`config.mk`:
```
export PLATFORM = sky130hd
export DESIGN_NAME = l2Controller
export DESIGN_NICKNAME = d
export VERILOG_FILES = /design/src/memBusPkg.sv /design/src/l2GeomPkg.sv /design/src/l2Controller.sv
export VERILOG_INCLUDE_DIRS = /design/src
export SDC_FILE = /design/constraint.sdc
export NUM_CORES = 1
export LEC_CHECK = 0
export ABC_AREA = 1
export BUFFER_PORTS_ARGS = -buffer_cell sky130_fd_sc_hd__buf_4
export CORE_AREA = 2 2 376 378
export DETAILED_ROUTE_END_ITERATION = 8
export DIE_AREA = 0 0 378 380
export PLACE_DENSITY = 0.3
export RECOVER_POWER = 25
export SYNTH_ARGS = -nofsm -noshare
export SYNTH_HDL_FRONTEND = slang
export SYNTH_SLANG_ARGS = --single-unit
```
`constraint.sdc`:
```
create_clock -name clock -period 6.8 [get_ports clock]
set_input_delay 0.34 -clock clock [delete_from_list [all_inputs] [get_ports clock]]
set_output_delay 0.34 -clock clock [all_outputs]
set_load 0.005 [all_outputs]
```
`src/l2_config.svh`:
```
/*
 * cache geometry and address window defines
 */
`ifndef L2_CONFIG_SVH
`define L2_CONFIG_SVH

// index width, 6 gives 64 tiles (valid range 4 to 12)
`define L2_INDEX_BITS 6

// tile payload width, one 128-bit tile per entry
`define L2_TILE_BITS 128

// cacheable RAM window, inclusive byte addresses
`define L2_RAM_LO 32'h0100_0000
`define L2_RAM_HI 32'h3FFF_FFFF

`endif

```
`src/memBusPkg.sv`:
```
/*
 * memory bus protocol: operation codes, status codes, request struct
 */
`default_nettype none

`include "l2_config.svh"

package memBusPkg;

	// operation codes, upper two bits nonzero marks an active operation
	typedef enum logic [4:0] {
		OPM_READY   = 5'b00000,
		OPM_RD_TILE = 5'b01111,
		OPM_WR_TILE = 5'b10111
	} memOpm_e;

	// status returned by the responder
	typedef enum logic [1:0] {
		OK_READY = 2'b00,
		OK_OK    = 2'b01,
		OK_HOLD  = 2'b10
	} memOk_e;

	typedef logic [`L2_TILE_BITS-1:0] busData_t;

	// held stable by the issuer until the status goes OK
	typedef struct packed {
		memOpm_e     opm;
		logic [31:0] addr;
		busData_t    data;
	} busReq_t;

	function automatic logic opmActive(memOpm_e opm);
		return opm[4:3] != 2'b00;
	endfunction

endpackage

`default_nettype wire

```
`src/l2GeomPkg.sv`:
```
/*
 * cache geometry: tile address union, store entry, fill result
 */
`default_nettype none

`include "l2_config.svh"

package l2GeomPkg;

	localparam int INDEX_BITS = `L2_INDEX_BITS;
	localparam int TAG_BITS   = 28 - INDEX_BITS;

	typedef logic [INDEX_BITS-1:0]    tileIndex_t;
	typedef logic [27:0]              tileAddr_t;
	typedef logic [`L2_TILE_BITS-1:0] tileData_t;

	typedef struct packed {
		logic [TAG_BITS-1:0] tag;
		tileIndex_t          index;
		logic [3:0]          offset;
	} tileFields_t;

	// byte address, seen raw or split into tag/index/offset
	typedef union packed {
		logic [31:0] raw;
		tileFields_t fields;
	} tileAddr_u;

	typedef struct packed {
		logic      valid;
		logic      dirty;
		tileAddr_t tileAddr;
		tileData_t data;
	} tileEntry_t;

	typedef struct packed {
		logic      done;
		tileAddr_t tileAddr;
		tileData_t data;
	} fillResult_t;

endpackage

`default_nettype wire

```
`src/l2Controller.sv`:
```
/*
 * request controller: request register, hit/miss decision,
 * bus status and store write source selection
 */
`timescale 1ns/1ns
`default_nettype none

`include "l2_config.svh"

module l2Controller (
	input  logic                   clock,
	input  logic                   reset,
	input  memBusPkg::busReq_t     memReq,
	output memBusPkg::busData_t    memDataOut,
	output memBusPkg::memOk_e      memOK,
	output l2GeomPkg::tileIndex_t  lookIndex,
	input  l2GeomPkg::tileEntry_t  entry,
	output logic                   storeWrite,
	output l2GeomPkg::tileIndex_t  storeIndex,
	output l2GeomPkg::tileEntry_t  storeEntry,
	input  logic                   sweeping,
	output logic                   missStart,
	output l2GeomPkg::tileEntry_t  victim,
	output l2GeomPkg::tileAddr_t   fillAddr,
	input  l2GeomPkg::fillResult_t fill,
	input  logic                   busy
);

	memBusPkg::busReq_t   reqReg;
	l2GeomPkg::tileAddr_u reqAddr;
	logic                 lookDone;
	logic                 missPending;
	logic                 isRead;
	logic                 isWrite;
	logic                 inRam;
	logic                 access;
	logic                 hit;
	logic                 hold;
	logic                 writeHit;

	always_comb
	begin
		reqAddr.raw = reqReg.addr;
		inRam       = (reqAddr.raw >= `L2_RAM_LO) && (reqAddr.raw <= `L2_RAM_HI);
		isRead      = (reqReg.opm == memBusPkg::OPM_RD_TILE);
		isWrite     = (reqReg.opm == memBusPkg::OPM_WR_TILE);
		access      = memBusPkg::opmActive(reqReg.opm) && inRam && (isRead || isWrite);

		// full tile address is kept, the upper part is the tag
		hit = entry.valid &&
			(entry.tileAddr[27:l2GeomPkg::INDEX_BITS] == reqAddr.fields.tag);

		hold = access &&
			(sweeping || busy || missPending || !lookDone || !hit);

		writeHit  = access && !hold && isWrite;
		missStart = access && lookDone && !sweeping && !missPending && !hit;

		lookIndex  = reqAddr.fields.index;
		victim     = entry;
		fillAddr   = reqAddr.raw[31:4];
		memDataOut = entry.data;

		if (!access)
			memOK = memBusPkg::OK_READY;
		else if (hold)
			memOK = memBusPkg::OK_HOLD;
		else
			memOK = memBusPkg::OK_OK;
	end

	// store write source: fill result first, then write hit
	always_comb
	begin
		storeWrite = 1'b0;
		storeIndex = reqAddr.fields.index;
		storeEntry = '{valid: 1'b1, dirty: 1'b1,
			tileAddr: reqAddr.raw[31:4], data: reqReg.data};

		if (fill.done)
		begin
			storeWrite = 1'b1;
			storeIndex = fill.tileAddr[l2GeomPkg::INDEX_BITS-1:0];
			storeEntry = '{valid: 1'b1, dirty: 1'b0,
				tileAddr: fill.tileAddr, data: fill.data};
		end
		else if (writeHit)
			storeWrite = 1'b1;
	end

	always_ff @(posedge clock)
	begin
		if (reset)
		begin
			reqReg.opm  <= memBusPkg::OPM_READY;
			lookDone    <= 1'b0;
			missPending <= 1'b0;
		end
		else
		begin
			if (!hold)
				reqReg <= memReq;

			// entry is valid for reqReg one edge after capture
			lookDone <= hold && !sweeping;

			if (missStart)
				missPending <= 1'b1;
			else if (fill.done)
				missPending <= 1'b0;
		end
	end

endmodule

`default_nettype wire

```
==> parameters.txt <==
Parameter                              Value

Pwr
  Power Density ... 180.0 nW/µm²
  Total leakage power ... 7.096 nW
  Max rail drop VDD ... 0.1730 mV
  Post-layout total power ... 2.896 mW

Place
  Final weighted congestion in routability-driven placement ... 0.7798
  Number of I/O port buffers ... 568
  DPL Wire Length ... 70,450 µm
  Worst slack after detailed placement ... 3.044 ns

Timing
  Final Skew ... 0.02777 ns
  Relative max-transition margin ... 32.56%
  Least-Margin Pin Slew ... 1.012 ns
  Highest attainable clock frequency ... 279.4 MHz
  Fin crit period ... 3.579 ns
  Setup violation total in the final timing report ... 0
  Final hold vios ... 0
  Slack of the critical path ... 3.221 ns
  Final Slew Violations ... 0
  Aggregate negative setup slack ... 0 ns
  Setup repair after global routing missed its margin ... no
  Final Cycle Share ... 52.63%

Clock network
  TritonCTS Buffers ... 17
  Root buffer cell ... sky130_fd_sc_hd__clkbuf_16
  Worst-path clk slew ... 0.09 ns
  Number of buffers between clock root and the deepest sink ... 2
  CTS Sinks ... 163
  Resize count post-CTS ... 0
  Clock tree from TritonCTS ... done
  Worst skew pair latency ... 0.51 ns
  H-tree levels ... 4

Synthesis
  Number of synthesized register bits ... 163
  Net Count, Synth ... 1,613
  Syn_area_per_cell ... 8.681 µm²
  Post-synthesis instance area ... 9801 µm²
  Number of instances in the synthesized netlist ... 1,129
  Yosys warning total ... 0
  FFs w/ async S/R, synth ... 0%
  Number of different library cells in the post-synthesis netlist ... 25
  Fraction of the yosys area taken by sequential cells ... 49.23%
  Number of synthesized flops with an enable pin ... 156
  Synth Flop Type ... sky130_fd_sc_hd__edfxtp_1

GRT
  Antenna violations before repair ... 28
  Total congestion overflow ... 0
  Largest net degree at the start of global routing ... 97
  All-Layer GR Usage ... 10.85%
  Via count of the first global-routing pass ... 9,319
  Global-route wire length before repair ... 99,510 µm

Final layout
  Final standard cell utilization of the core ... 11.56%
  Nets@finish ... 2,003
  Commonest cells after routing, fill and taps aside ... 574 x sky130_fd_sc_hd__buf_4, 494 x sky130_fd_sc_hd__nand2_1, 158 x sky130_fd_sc_hd__dlygate4sd3_1, 156 x sky130_fd_sc_hd__edfxtp_1, 36 x sky130_fd_sc_hd__inv_1
  Layout cell share with drive strength beyond 1 ... 40.54%
  Relative area change from synthesis to final layout ... 64.14%
  Most common cell after layout, fill and taps aside ... sky130_fd_sc_hd__buf_4

Run
  MaxCap Viol Count ... 0

Setup path
  Req. time, crit path ... 6.92 ns
  Arr. time, crit path ... 3.70 ns
  Launch point of the worst reg-to-reg path ... reqAddr[31]
  Critical Path Sink Type ... flop
  Critical path peak fanout ... 52
  Reg-to-reg slack, setup ... 3.22 ns
  Reg-to-reg endpoint ... reqReg[48]
  Element type at the critical path start ... flop
  Critical path launch point ... reqAddr[31]
  FF-to-FF path depth ... 12
  Critical Setup Path Class ... flop to flop

Floorplanning
  Core Rows ... 137
  Initial Utilization ... 7.041%
  Full die area ... 143,600 µm²
  Die width ... 378 µm
  Floorplan Core Area ... 139,200 µm²
  I/O pin count ... 972
  Vertical extent of the die ... 380 µm

Min path
  Source of the worst hold timing path ... memReq[163]
  Worst min-delay path endpoint ... reqReg[163]
  Min-Delay Path Depth ... 3
  HP Class ... primary input to flop

Detailed routing
  Total number of vias ... 8,568
  Total Wirelength ... 80,260 µm
  Post-DRT Antenna Nets ... 0
  Iteration-0 DRC count of the detailed router ... 394
  Vias per cell ... 2.510
  Post-detailed-route DRC marker count ... 0
  Detailed-route wire length per cell ... 23.51 µm
  Detailed-router iteration count before antenna repair ... 4

Outcome
  Run status ... completed
logic make-up after synthesis:
family,count (synthesis),synth area share (%)
buffers and inverters,406,28.19
and+or+nand+nor,529,20.94
DFF,163,49.23
xor gates and xnor gates,2,0.1788
AOI/OAI and AO/OA,28,1.430
other,1,0.03826
cell usage after synthesis (6+ instances only):
cell type	count	share of area (%)
sky130_fd_sc_hd__clkbuf_1	28	1.1
sky130_fd_sc_hd__inv_2	6	0.23
sky130_fd_sc_hd__buf_4	328	25
sky130_fd_sc_hd__dfxtp_1	7	1.4
sky130_fd_sc_hd__nand2_1	494	19
sky130_fd_sc_hd__edfxtp_1	156	48
sky130_fd_sc_hd__nor2_1	17	0.65
sky130_fd_sc_hd__inv_1	36	1.4
sky130_fd_sc_hd__buf_2	6	0.31
sky130_fd_sc_hd__o21ai_0	22	1.1
where the power goes:
| group | internal (mW) | switching [mW] | total [mW] |
|---|---|---|---|
| clock network | 0.530 | 0.538 | 1.07 |
| registers | 1.16 | 0.0245 | 1.19 |
| logic | 0.336 | 0.306 | 0.642 |
| total | 2.03 | 0.869 | 2.90 |
final cells by class:
cell class              instances  area (µm²)
fillers                     16220      123100
repair buffers                733        5904
clock inverters                15       181.4
diodes                          6       15.01
clock buffers                  17       425.4
inverters                      44       170.2
multi-input cells             560        2218
well taps                    1876        2347
flip-flops and latches        163        4825
how the worst max path moves through the flow:
| stage | endpoint | slack [ns] |
|---|---|---|
| after floorplan | reqAddr[10] | 1.18 |
| after global placement | reqReg[60] | 3.03 |
| after detailed placement | reqReg[48] | 3.04 |
| after CTS | reqReg[56] | 3.01 |
| after global routing | reqReg[48] | 2.92 |
| final | reqReg[48] | 3.22 |
repair_timing:
item | CTS | global route
hold buffers | 158 | 0
buffers inserted | 0 | 0
hold endpoints to repair | 158 | 0
through the flow:
stage / hold WS [ns] / cells / instance area, µm²
3_3_place_gp: 0.4555 / 3218 / 13880
6_report: 0.07561 / 3414 / 16090
4_1_cts: 0.001262 / 3408 / 16070
3_5_place_dp: 0.4631 / 3218 / 13880
2_1_floorplan: 0.4091 / 1129 / 9801
5_1_grt: 0.02843 / 3408 / 16070
critical path, stage by stage (launching register included):
cell and delay (ns):
sky130_fd_sc_hd__edfxtp_1 0.62, sky130_fd_sc_hd__inv_2 0.06, sky130_fd_sc_hd__nand2_1 0.07, sky130_fd_sc_hd__o21ai_1 0.06, sky130_fd_sc_hd__nor2_1 0.12, sky130_fd_sc_hd__nand2_1 0.09, sky130_fd_sc_hd__nor2_2 0.32, sky130_fd_sc_hd__nand4_4 0.22
sky130_fd_sc_hd__nand2_4 0.16, sky130_fd_sc_hd__inv_2 0.06, sky130_fd_sc_hd__nor2_4 0.08, sky130_fd_sc_hd__buf_4 0.49, sky130_fd_sc_hd__buf_4 0.70
sequential cells by signal, indices dropped and copies added, names as in the netlist:
name	flops
lookDone	1
missPending	1
reqAddr	28
reqReg	133
metal layers:
| metal | routed length (µm) | vias to the layer above | GRT usage [%] | share of wire, % |
|---|---|---|---|---|
| li1 | - | 3993 | - | - |
| met1 | 26930 | 3764 | 10.45 | 34 |
| met2 | 39480 | 675 | 18.82 | 49 |
| met3 | 11920 | 114 | 7.255 | 15 |
| met4 | 1807 | 22 | 2.818 | 2.3 |
| met5 | 132 | - | 0.03369 | 0.16 |
Note: power is estimated with default switching activity, not from simulation.
