`config.mk`:
```
export PLATFORM = sky130hd
export DESIGN_NAME = ddrSequencer
export DESIGN_NICKNAME = d
export VERILOG_FILES = /design/src/memBusPkg.sv /design/src/l2GeomPkg.sv /design/src/ddrSequencer.sv
export VERILOG_INCLUDE_DIRS = /design/src
export SDC_FILE = /design/constraint.sdc
export NUM_CORES = 1
export LEC_CHECK = 0
export ABC_AREA = 1
export BUFFER_PORTS_ARGS = -buffer_cell sky130_fd_sc_hd__buf_4
export CORE_AREA = 2 2 249 251
export DETAILED_ROUTE_END_ITERATION = 8
export DIE_AREA = 0 0 251 253
export SYNTH_ARGS = -nofsm -noshare
export SYNTH_HDL_FRONTEND = slang
export SYNTH_SLANG_ARGS = --single-unit
```
`constraint.sdc`:
```
create_clock -name clock -period 21.6 [get_ports clock]
set_input_delay 4.32 -clock clock [delete_from_list [all_inputs] [get_ports clock]]
set_output_delay 4.32 -clock clock [all_outputs]
set_load 0.005 [all_outputs]
```
`src/l2_config.svh`:
```
/*
 * cache geometry and address window defines
 */
`ifndef L2_CONFIG_SVH
`define L2_CONFIG_SVH

// index width, 6 gives 64 tiles (valid range 4 to 12)
`define L2_INDEX_BITS 6

// tile payload width, one 128-bit tile per entry
`define L2_TILE_BITS 128

// cacheable RAM window, inclusive byte addresses
`define L2_RAM_LO 32'h0100_0000
`define L2_RAM_HI 32'h3FFF_FFFF

`endif

```
`src/memBusPkg.sv`:
```
/*
 * memory bus protocol: operation codes, status codes, request struct
 */
`default_nettype none

`include "l2_config.svh"

package memBusPkg;

	// operation codes, upper two bits nonzero marks an active operation
	typedef enum logic [4:0] {
		OPM_READY   = 5'b00000,
		OPM_RD_TILE = 5'b01111,
		OPM_WR_TILE = 5'b10111
	} memOpm_e;

	// status returned by the responder
	typedef enum logic [1:0] {
		OK_READY = 2'b00,
		OK_OK    = 2'b01,
		OK_HOLD  = 2'b10
	} memOk_e;

	typedef logic [`L2_TILE_BITS-1:0] busData_t;

	// held stable by the issuer until the status goes OK
	typedef struct packed {
		memOpm_e     opm;
		logic [31:0] addr;
		busData_t    data;
	} busReq_t;

	function automatic logic opmActive(memOpm_e opm);
		return opm[4:3] != 2'b00;
	endfunction

endpackage

`default_nettype wire

```
`src/l2GeomPkg.sv`:
```
/*
 * cache geometry: tile address union, store entry, fill result
 */
`default_nettype none

`include "l2_config.svh"

package l2GeomPkg;

	localparam int INDEX_BITS = `L2_INDEX_BITS;
	localparam int TAG_BITS   = 28 - INDEX_BITS;

	typedef logic [INDEX_BITS-1:0]    tileIndex_t;
	typedef logic [27:0]              tileAddr_t;
	typedef logic [`L2_TILE_BITS-1:0] tileData_t;

	typedef struct packed {
		logic [TAG_BITS-1:0] tag;
		tileIndex_t          index;
		logic [3:0]          offset;
	} tileFields_t;

	// byte address, seen raw or split into tag/index/offset
	typedef union packed {
		logic [31:0] raw;
		tileFields_t fields;
	} tileAddr_u;

	typedef struct packed {
		logic      valid;
		logic      dirty;
		tileAddr_t tileAddr;
		tileData_t data;
	} tileEntry_t;

	typedef struct packed {
		logic      done;
		tileAddr_t tileAddr;
		tileData_t data;
	} fillResult_t;

endpackage

`default_nettype wire

```
`src/ddrSequencer.sv`:
```
/*
 * DDR-side sequencer: dirty victim write-back, then tile fill
 */
`timescale 1ns/1ns
`default_nettype none

module ddrSequencer (
	input  logic                   clock,
	input  logic                   reset,
	input  logic                   missStart,
	input  l2GeomPkg::tileEntry_t  victim,
	input  l2GeomPkg::tileAddr_t   fillAddr,
	output memBusPkg::busReq_t     ddrReq,
	input  memBusPkg::busData_t    ddrDataIn,
	input  memBusPkg::memOk_e      ddrOK,
	output l2GeomPkg::fillResult_t fill,
	output logic                   busy
);

	typedef enum logic [2:0] {
		IDLE,
		WB_ISSUE,
		WB_WAIT,
		FILL_ISSUE,
		FILL_WAIT,
		DONE
	} seqState_e;

	seqState_e            state;
	l2GeomPkg::tileAddr_t victimAddr;
	l2GeomPkg::tileData_t victimData;
	l2GeomPkg::tileAddr_t fillAddrReg;
	l2GeomPkg::tileData_t fillData;

	always_ff @(posedge clock)
	begin
		if (reset)
		begin
			state      <= IDLE;
			ddrReq.opm <= memBusPkg::OPM_READY;
		end
		else
		begin
			case (state)
				IDLE:
				begin
					if (missStart)
					begin
						victimAddr  <= victim.tileAddr;
						victimData  <= victim.data;
						fillAddrReg <= fillAddr;
						// clean or empty victim skips straight to the fill
						if (victim.valid && victim.dirty)
							state <= WB_ISSUE;
						else
							state <= FILL_ISSUE;
					end
				end

				WB_ISSUE:
				begin
					if (ddrOK == memBusPkg::OK_READY)
					begin
						ddrReq.opm  <= memBusPkg::OPM_WR_TILE;
						ddrReq.addr <= {victimAddr, 4'h0};
						ddrReq.data <= victimData;
						state       <= WB_WAIT;
					end
				end

				WB_WAIT:
				begin
					if (ddrOK == memBusPkg::OK_OK)
					begin
						ddrReq.opm <= memBusPkg::OPM_READY;
						state      <= FILL_ISSUE;
					end
				end

				// waits here for the DDR side to drop back to READY
				FILL_ISSUE:
				begin
					if (ddrOK == memBusPkg::OK_READY)
					begin
						ddrReq.opm  <= memBusPkg::OPM_RD_TILE;
						ddrReq.addr <= {fillAddrReg, 4'h0};
						ddrReq.data <= '0;
						state       <= FILL_WAIT;
					end
				end

				FILL_WAIT:
				begin
					if (ddrOK == memBusPkg::OK_OK)
					begin
						fillData   <= ddrDataIn;
						ddrReq.opm <= memBusPkg::OPM_READY;
						state      <= DONE;
					end
				end

				default:
					state <= IDLE;
			endcase
		end
	end

	// done is a single-cycle pulse on the way back to idle
	always_comb
	begin
		fill.done     = (state == DONE);
		fill.tileAddr = fillAddrReg;
		fill.data     = fillData;
		busy          = (state != IDLE);
	end

	ddrReqHeldOnHold: assert property (
		@(posedge clock) disable iff (reset)
		(ddrOK == memBusPkg::OK_HOLD) |=> $stable(ddrReq)
	);

	// controller must not start a second miss before this one is done
	noMissWhileBusy: assert property (
		@(posedge clock) disable iff (reset)
		missStart |-> !busy
	);

endmodule

`default_nettype wire

```
==> summary.txt, run 1 <==
Power and ir drop
  – PD cells: 98.0 mW/mm^2
  – Peak supply drop: 0.0000679 V
  – Leakage: 0.00959 uW

Floorplanning
  – Core Box Area: 0.0610 mm^2
  – Die Y: 253 um
  – Die X: 251 um
  – Num rows: 91
  – Initial Utilization: 26.1%
  – # IOs: 642
  – Die Footprint: 0.0635 mm^2

Placement
  – Hpwl dp: 34700 um
  – Pre-CTS setup slack: 14.91 ns
  – Placed instance count: 2325
  – Port Buffers: 637
  – GPL Wtd Cong: 0.807
  – Post-DP Area: 0.0217 mm^2

GRT
  – Grt ovf: 0
  – Largest net degree at the start of global routing: 157
  – Global-route wire length before repair: 66100 um
  – Vias in the first global route: 10200
  – Total GRT Usage: 14.1%
  – Initial antenna violation count: 9

Detailed routing
  – DRT Pass-1 Iters: 4
  – DRC viols: 0
  – Drt wl/cell: 19.5 um
  – DRT antenna net count: 0
  – Total wire length: 47100 um
  – Via-per-instance ratio: 4.02
  – Starting DRT DRC Count: 625
  – Via count: 9750

Worst setup path
  – Worst path bufs/invs: 4
  – CP top delay family: buffers and inverters
  – Instance count on the critical path: 6
  – RR Endpoint: ddrReq[13]
  – CP Data Arrival Time: 6.32 ns
  – CP most frequent cell: buf_4
  – FF-to-FF path depth: 5
  – Required @ worst endpoint: 21.80 ns
  – Crit-path max cell delay: 0.81 ns
  – CP max FO: 67
  – Crit. End Element: register
  – Setup crit start kind: input pin
  – Flop-to-flop setup slack: 18.77 ns
  – Worst path cell trace: buf_4 > inv_1 > nand2_1 > nor3_2 > buf_4 > buf_4
  – FF-to-FF Start: state[1]
  – Setup crit start: ddrOK[1]
  – Critical-path top delay cell: buf_4
  – CP endpoint: fillData[115]
  – Crit Path Category: input pin to register

CTS
  – CTS resizes: 0
  – Clock-pin transition on the worst setup and hold timing paths: 0.06 ns
  – CTS Sinks: 474
  – Root buffer cell: clkbuf_16
  – H-tree lvl count: 2
  – Clk Latency, worst-skew pair: 0.58 ns
  – CTS tree: built
  – Clk buf depth: 3
  – CTS Buf Count: 52
  – CTS Hold Bufs: 0
  – Post-CTS Setup Bufs: 0

STA
  – Relative slew margins: 35.2%
  – Final worst-path cycle share: 28.3%
  – # setup viols final: 0
  – FMAX: 163 MHz
  – Setup tns final: 0 ns
  – Final Hold Vio Count: 0
  – Tightest Pin Transition: 0.972 ns
  – Unrepaired setup endpoints after global routing: false
  – Pins over their slew limit: 0
  – Final setup margin: 15.48 ns
  – Clock skew: 0.0157 ns
  – Final worst path period need: 6.12 ns

Synthesis
  – Cells after Synth: 912
  – Post-synth cell types: 18
  – Flops & latches, synth: 474
  – Sequential element share of the synthesized area: 89.0%
  – Post-Syn Area: 0.0159 mm^2
  – Synthesized area per cell: 17.5 um^2
  – Synth warnings: 0

Worst hold path
  – Min-Delay Path Class: register to register
  – WHS Path Cells: 2

Outcome
  – Status: finished, final reports clean

Layout
  – Layout cells sized above 1: 44.8%
  – Post-route cell area: 0.0233 mm^2
  – Final Non-Filler Cells: 2424
  – Layout area overhead: 46.6%
  – Nets@finish: 1908
  – Fin util: 38.2%
  – Filler cell count: 5729

Job
  – Max-Cap Viols: 0
how the worst min path moves through the flow:
stage                       start     endpoint  slack (ns)
floorplan             ddrReq[163]  ddrReq[163]        0.48
global placement      ddrReq[163]  ddrReq[163]        0.48
detailed placement    ddrReq[163]  ddrReq[163]        0.49
CTS                   ddrReq[163]  ddrReq[163]        0.50
global route        victimAddr[7]  ddrReq[139]        0.53
finish                ddrReq[163]  ddrReq[163]        0.49
worst reg2reg max path: stages, from the launching register on:
cell     delay [ns]
dfxtp_1        0.47
nand3_2        0.10
buf_4          0.31
inv_6          0.53
buf_4          0.92
nor2_1         0.21
flip-flops by register name (all words and copies together) (netlist names):
| register | flops |
|---|---|
| ddrReq | 159 |
| fillData | 128 |
| victimData | 128 |
| fillAddrReg | 28 |
| victimAddr | 28 |
| state | 3 |
routing by layer:
layer / vias up / routed length (um) / track usage (%) / share of wire (%)
li1: 4478 / - / - / -
met1: 4722 / 17800 / 16.7 / 38
met2: 451 / 22900 / 22.7 / 49
met3: 89 / 5130 / 6.19 / 11
met4: 10 / 1230 / 5.07 / 2.6
met5: - / 69 / 0 / 0.15
synthesized netlist by cell type, drive strengths merged:
cell type  instances  share of area [%]
edfxtp           468                 88
inv              143                3.4
nor2             142                3.4
nand2            111                2.6
buf               24               0.91
nand3              8               0.31
dfxtp              6               0.75
nor3               4               0.13
clkbuf             2              0.047
a21oi              1              0.031
conb               1              0.024
o21ai              1              0.031
o21bai             1              0.047
report_power, final:
part           switching [uW]  internal [uW]  total (uW)  leakage (uW)
combinational             168            109         277       0.00448
sequential               25.3           1110        1140       0.00430
clock                     362            511         874      0.000808
total                     555           1730        2290       0.00959
cells by family after synthesis:
family,synth area share [%]
compound gates,0.110
buf+inv,4.33
flops,89.0
other cells,0.0235
simple gates,6.53
placed cells by master, fill, tap and decap left out, types with 5 or more instances in the layout:
cell type	instances
clkbuf_16	53
clkinv_1	13
nor2_1	140
buf_4	645
dfxtp_1	6
edfxtp_1	468
inv_1	141
nand3_1	6
bufinv_16	5
clkinv_2	5
nand2_1	109
clkbuf_1	10
cell type report:
cell class	instances	area, um^2	area share, %
Sequential cell	474	14200	60.7
Timing Repair Buffer	646	4860	20.8
Clock buffer	63	1360	5.84
Multi-Input combinational cell	272	1090	4.66
Tap cell	790	988	4.23
Inverter	143	542	2.32
Clock inverter	33	318	1.36
Antenna cell	3	7.51	0.0322
through the flow:
step	total power [uW]	hold slack (ns)
after global placement	1430	0.477
after CTS	2330	0.503
final	2290	0.494
after floorplan	1330	0.480
after detailed placement	1440	0.494
after global routing	2390	0.532
Note: power is estimated with default switching activity, not from simulation.
==> inputs of run 2 (changes only) <==
==> constraint.sdc (replaced) <==
create_clock -name clock -period 5.3 [get_ports clock]
set_input_delay 1.06 -clock clock [delete_from_list [all_inputs] [get_ports clock]]
set_output_delay 1.06 -clock clock [all_outputs]
set_load 0.005 [all_outputs]
==> run 2 against run 1 <==
Effect of this change:
- count of clock-buffer cells in the layout decreased by 6
- first-iteration DRC count decreased by 17%
- die area unchanged
- non-clock buffer count decreased by 1
- flip-flop and latch count unchanged
- sequential share of layout area decreased by 0.27 points
- total power increased to 4.1 times the previous value
- global-route usage decreased by 0.66 points
- via count decreased by 2.1%
- hold slack got worse by 0.0065 ns
- register-to-register slack got worse by 16 ns
- setup slack got worse by 13 ns
- critical endpoint is now ddrReq[69]
- highest routed layer unchanged
==> summary.txt, run 2 (same netlist as run 1, synthesis figures left out) <==
Power and ir drop
  – Leakage: 0.00965 uW (was 0.00959 uW)
  – Peak supply drop: 0.000276 V (was 0.0000679 V)
  – PD cells: 399 mW/mm^2 (was 98.0 mW/mm^2)

CTS
  – CTS resizes: 0 (unchanged)
  – Root buffer cell: clkbuf_16 (unchanged)
  – CTS Hold Bufs: 0 (unchanged)
  – Post-CTS Setup Bufs: 0 (unchanged)
  – Clk buf depth: 3 (unchanged)
  – CTS tree: built (unchanged)
  – CTS Buf Count: 51 (was 52)
  – Clock-pin transition on the worst setup and hold timing paths: 0.06 ns (about the same)
  – CTS Sinks: 474 (unchanged)
  – H-tree lvl count: 2 (unchanged)
  – Clk Latency, worst-skew pair: 0.58 ns (about the same)

Worst setup path
  – CP max FO: 85 (was 67)
  – Crit Path Category: register to register (was input pin to register)
  – Flop-to-flop setup slack: 2.48 ns (was 18.77 ns)
  – Crit. End Element: register (unchanged)
  – Worst path bufs/invs: 2 (was 4)
  – RR Endpoint: ddrReq[69] (was ddrReq[13])
  – CP top delay family: buffers and inverters (unchanged)
  – Setup crit start kind: register (was input pin)
  – Required @ worst endpoint: 5.59 ns (was 21.80 ns)
  – FF-to-FF Start: state[1] (unchanged)
  – CP Data Arrival Time: 3.11 ns (was 6.32 ns)
  – Crit-path max cell delay: 0.74 ns (was 0.81 ns)
  – Critical-path top delay cell: nand3_2 (was buf_4)
  – FF-to-FF path depth: 4 (was 5)
  – Worst path cell trace: nand3_2 > inv_6 > buf_4 > nor2_1 (was buf_4 > inv_1 > nand2_1 > nor3_2 > buf_4 > buf_4)

Job
  – Max-Cap Viols: 0 (unchanged)

Floorplanning
  – Die Footprint: 0.0635 mm^2 (unchanged)
  – Num rows: 91 (unchanged)
  – Initial Utilization: 26.1% (unchanged)
  – # IOs: 642 (unchanged)
  – Die Y: 253 um (unchanged)
  – Die X: 251 um (unchanged)
  – Core Box Area: 0.0610 mm^2 (unchanged)

Detailed routing
  – Drt wl/cell: 18.6 um (was 19.5 um)
  – Starting DRT DRC Count: 519 (was 625)
  – Total wire length: 45000 um (was 47100 um)
  – Via-per-instance ratio: 3.94 (was 4.02)
  – DRT Pass-1 Iters: 5 (was 4)
  – DRC viols: 0 (unchanged)
  – DRT antenna net count: 0 (unchanged)
  – Via count: 9545 (was 9750)

Outcome
  – Status: finished, final reports clean (unchanged)

STA
  – Relative slew margins: 27.0% (was 35.2%)
  – Final setup margin: 2.48 ns (was 15.48 ns)
  – Setup tns final: 0 ns (unchanged)
  – Final worst-path cycle share: 53.3%
  – # setup viols final: 0 (unchanged)
  – Clock skew: 0.0158 ns (was 0.0157 ns)
  – Pins over their slew limit: 0 (unchanged)
  – FMAX: 354 MHz
  – Fin Hold WS: 0.487 ns (was 0.494 ns)
  – Final worst path period need: 2.82 ns
  – Final Hold Vio Count: 0 (unchanged)
  – Tightest Pin Transition: 1.10 ns (was 0.972 ns)
  – Unrepaired setup endpoints after global routing: false (unchanged)

Layout
  – Largest regs: ddrReq: 159 flops, fillData: 128 flops, victimData: 128 flops (unchanged)
  – Nets@finish: 1906 (was 1908)
  – Most common cell after layout, fill and taps aside: buf_4 (unchanged)
  – Multi-input gate area: 0.00111 mm^2 (was 0.00109 mm^2)
  – Layout area overhead: 47.2% (was 46.6%)
  – Filler cell count: 5724 (was 5729)
  – Storage cell area: 0.0142 mm^2 (unchanged)
  – Layout cells sized above 1: 45.5% (was 44.8%)
  – Max FFs per register: 159 (unchanged)
  – Most frequent cells in the layout: buf_4, edfxtp_1, nor2_1, inv_1, nand2_1 (was buf_4, edfxtp_1, inv_1, nor2_1, nand2_1)
  – Biggest register: ddrReq (unchanged)

Worst hold path
  – WHS Path Cells: 2 (unchanged)
  – Min-Delay Path Class: register to register (unchanged)
  – Worst Min Path Start: ddrReq[163] (unchanged)
  – WHS Endpoint: ddrReq[163] (unchanged)

Placement
  – GPL Wtd Cong: 0.769 (was 0.807)
  – Pre-CTS setup slack: 2.39 ns (was 14.91 ns)
  – Hpwl dp: 33000 um (was 34700 um)
  – Port Buffers: 637 (unchanged)

GRT
  – Grt ovf: 0 (unchanged)
  – Vias in the first global route: 9918 (was 10200)
  – Total GRT Usage: 13.4% (was 14.1%)
  – Largest net degree at the start of global routing: 157 (unchanged)
  – Initial antenna violation count: 4 (was 9)
  – Global-route wire length before repair: 63100 um (was 66100 um)
-- run 2: worst max path at each step --
stage	startpoint	endpoint	slack, ns	cells past startpoint
floorplan	missStart	fillAddrReg[0]	-0.60	2
global placement	ddrOK[1]	fillData[121]	2.44	5
detailed placement	ddrOK[1]	fillData[121]	2.39	5
CTS	state[1]	ddrReq[1]	2.40	4
global route	state[1]	ddrReq[57]	2.13	4
finish	state[1]	ddrReq[69]	2.48	4
-- run 2: where the power goes --
part	internal, uW	switching (uW)
logic	451	660
registers	4530	105
clock network	2140	1470
total	7120	2240
-- run 2: per-stage QoR --
stage	util [%]	total power, uW	area [um^2]	cells
6_report	38.4	9360	23400	2421
5_1_grt	38.4	9770	23400	2420
4_1_cts	38.4	9510	23400	2418
3_5_place_dp	35.6	5850	21700	2324
3_3_place_gp	35.6	5800	21700	2324
2_1_floorplan	-	5300	16000	915
-- run 2: layer usage --
metal,GRT usage (%),share of wire [%]
met4,4.78,2.9
met1,15.8,38
met2,22.3,50
met3,5.34,9.1
met5,0,0.067
-- run 2: worst reg2reg max path, cell delays in order, from the launching register on --
cell,delay [ns]
dfxtp_1,0.47
nand3_2,0.74
inv_6,0.42
buf_4,0.72
nor2_1,0.20
-- run 2: area by class of cell --
cell class	instances	share of cell area, %
tap	790	4.22
timing repair buffer	645	20.8
antenna	3	0.0320
clock buffer	57	5.63
clock inverter	37	1.66
inverter	143	2.45
sequential	474	60.5
multi-input combinational	272	4.75
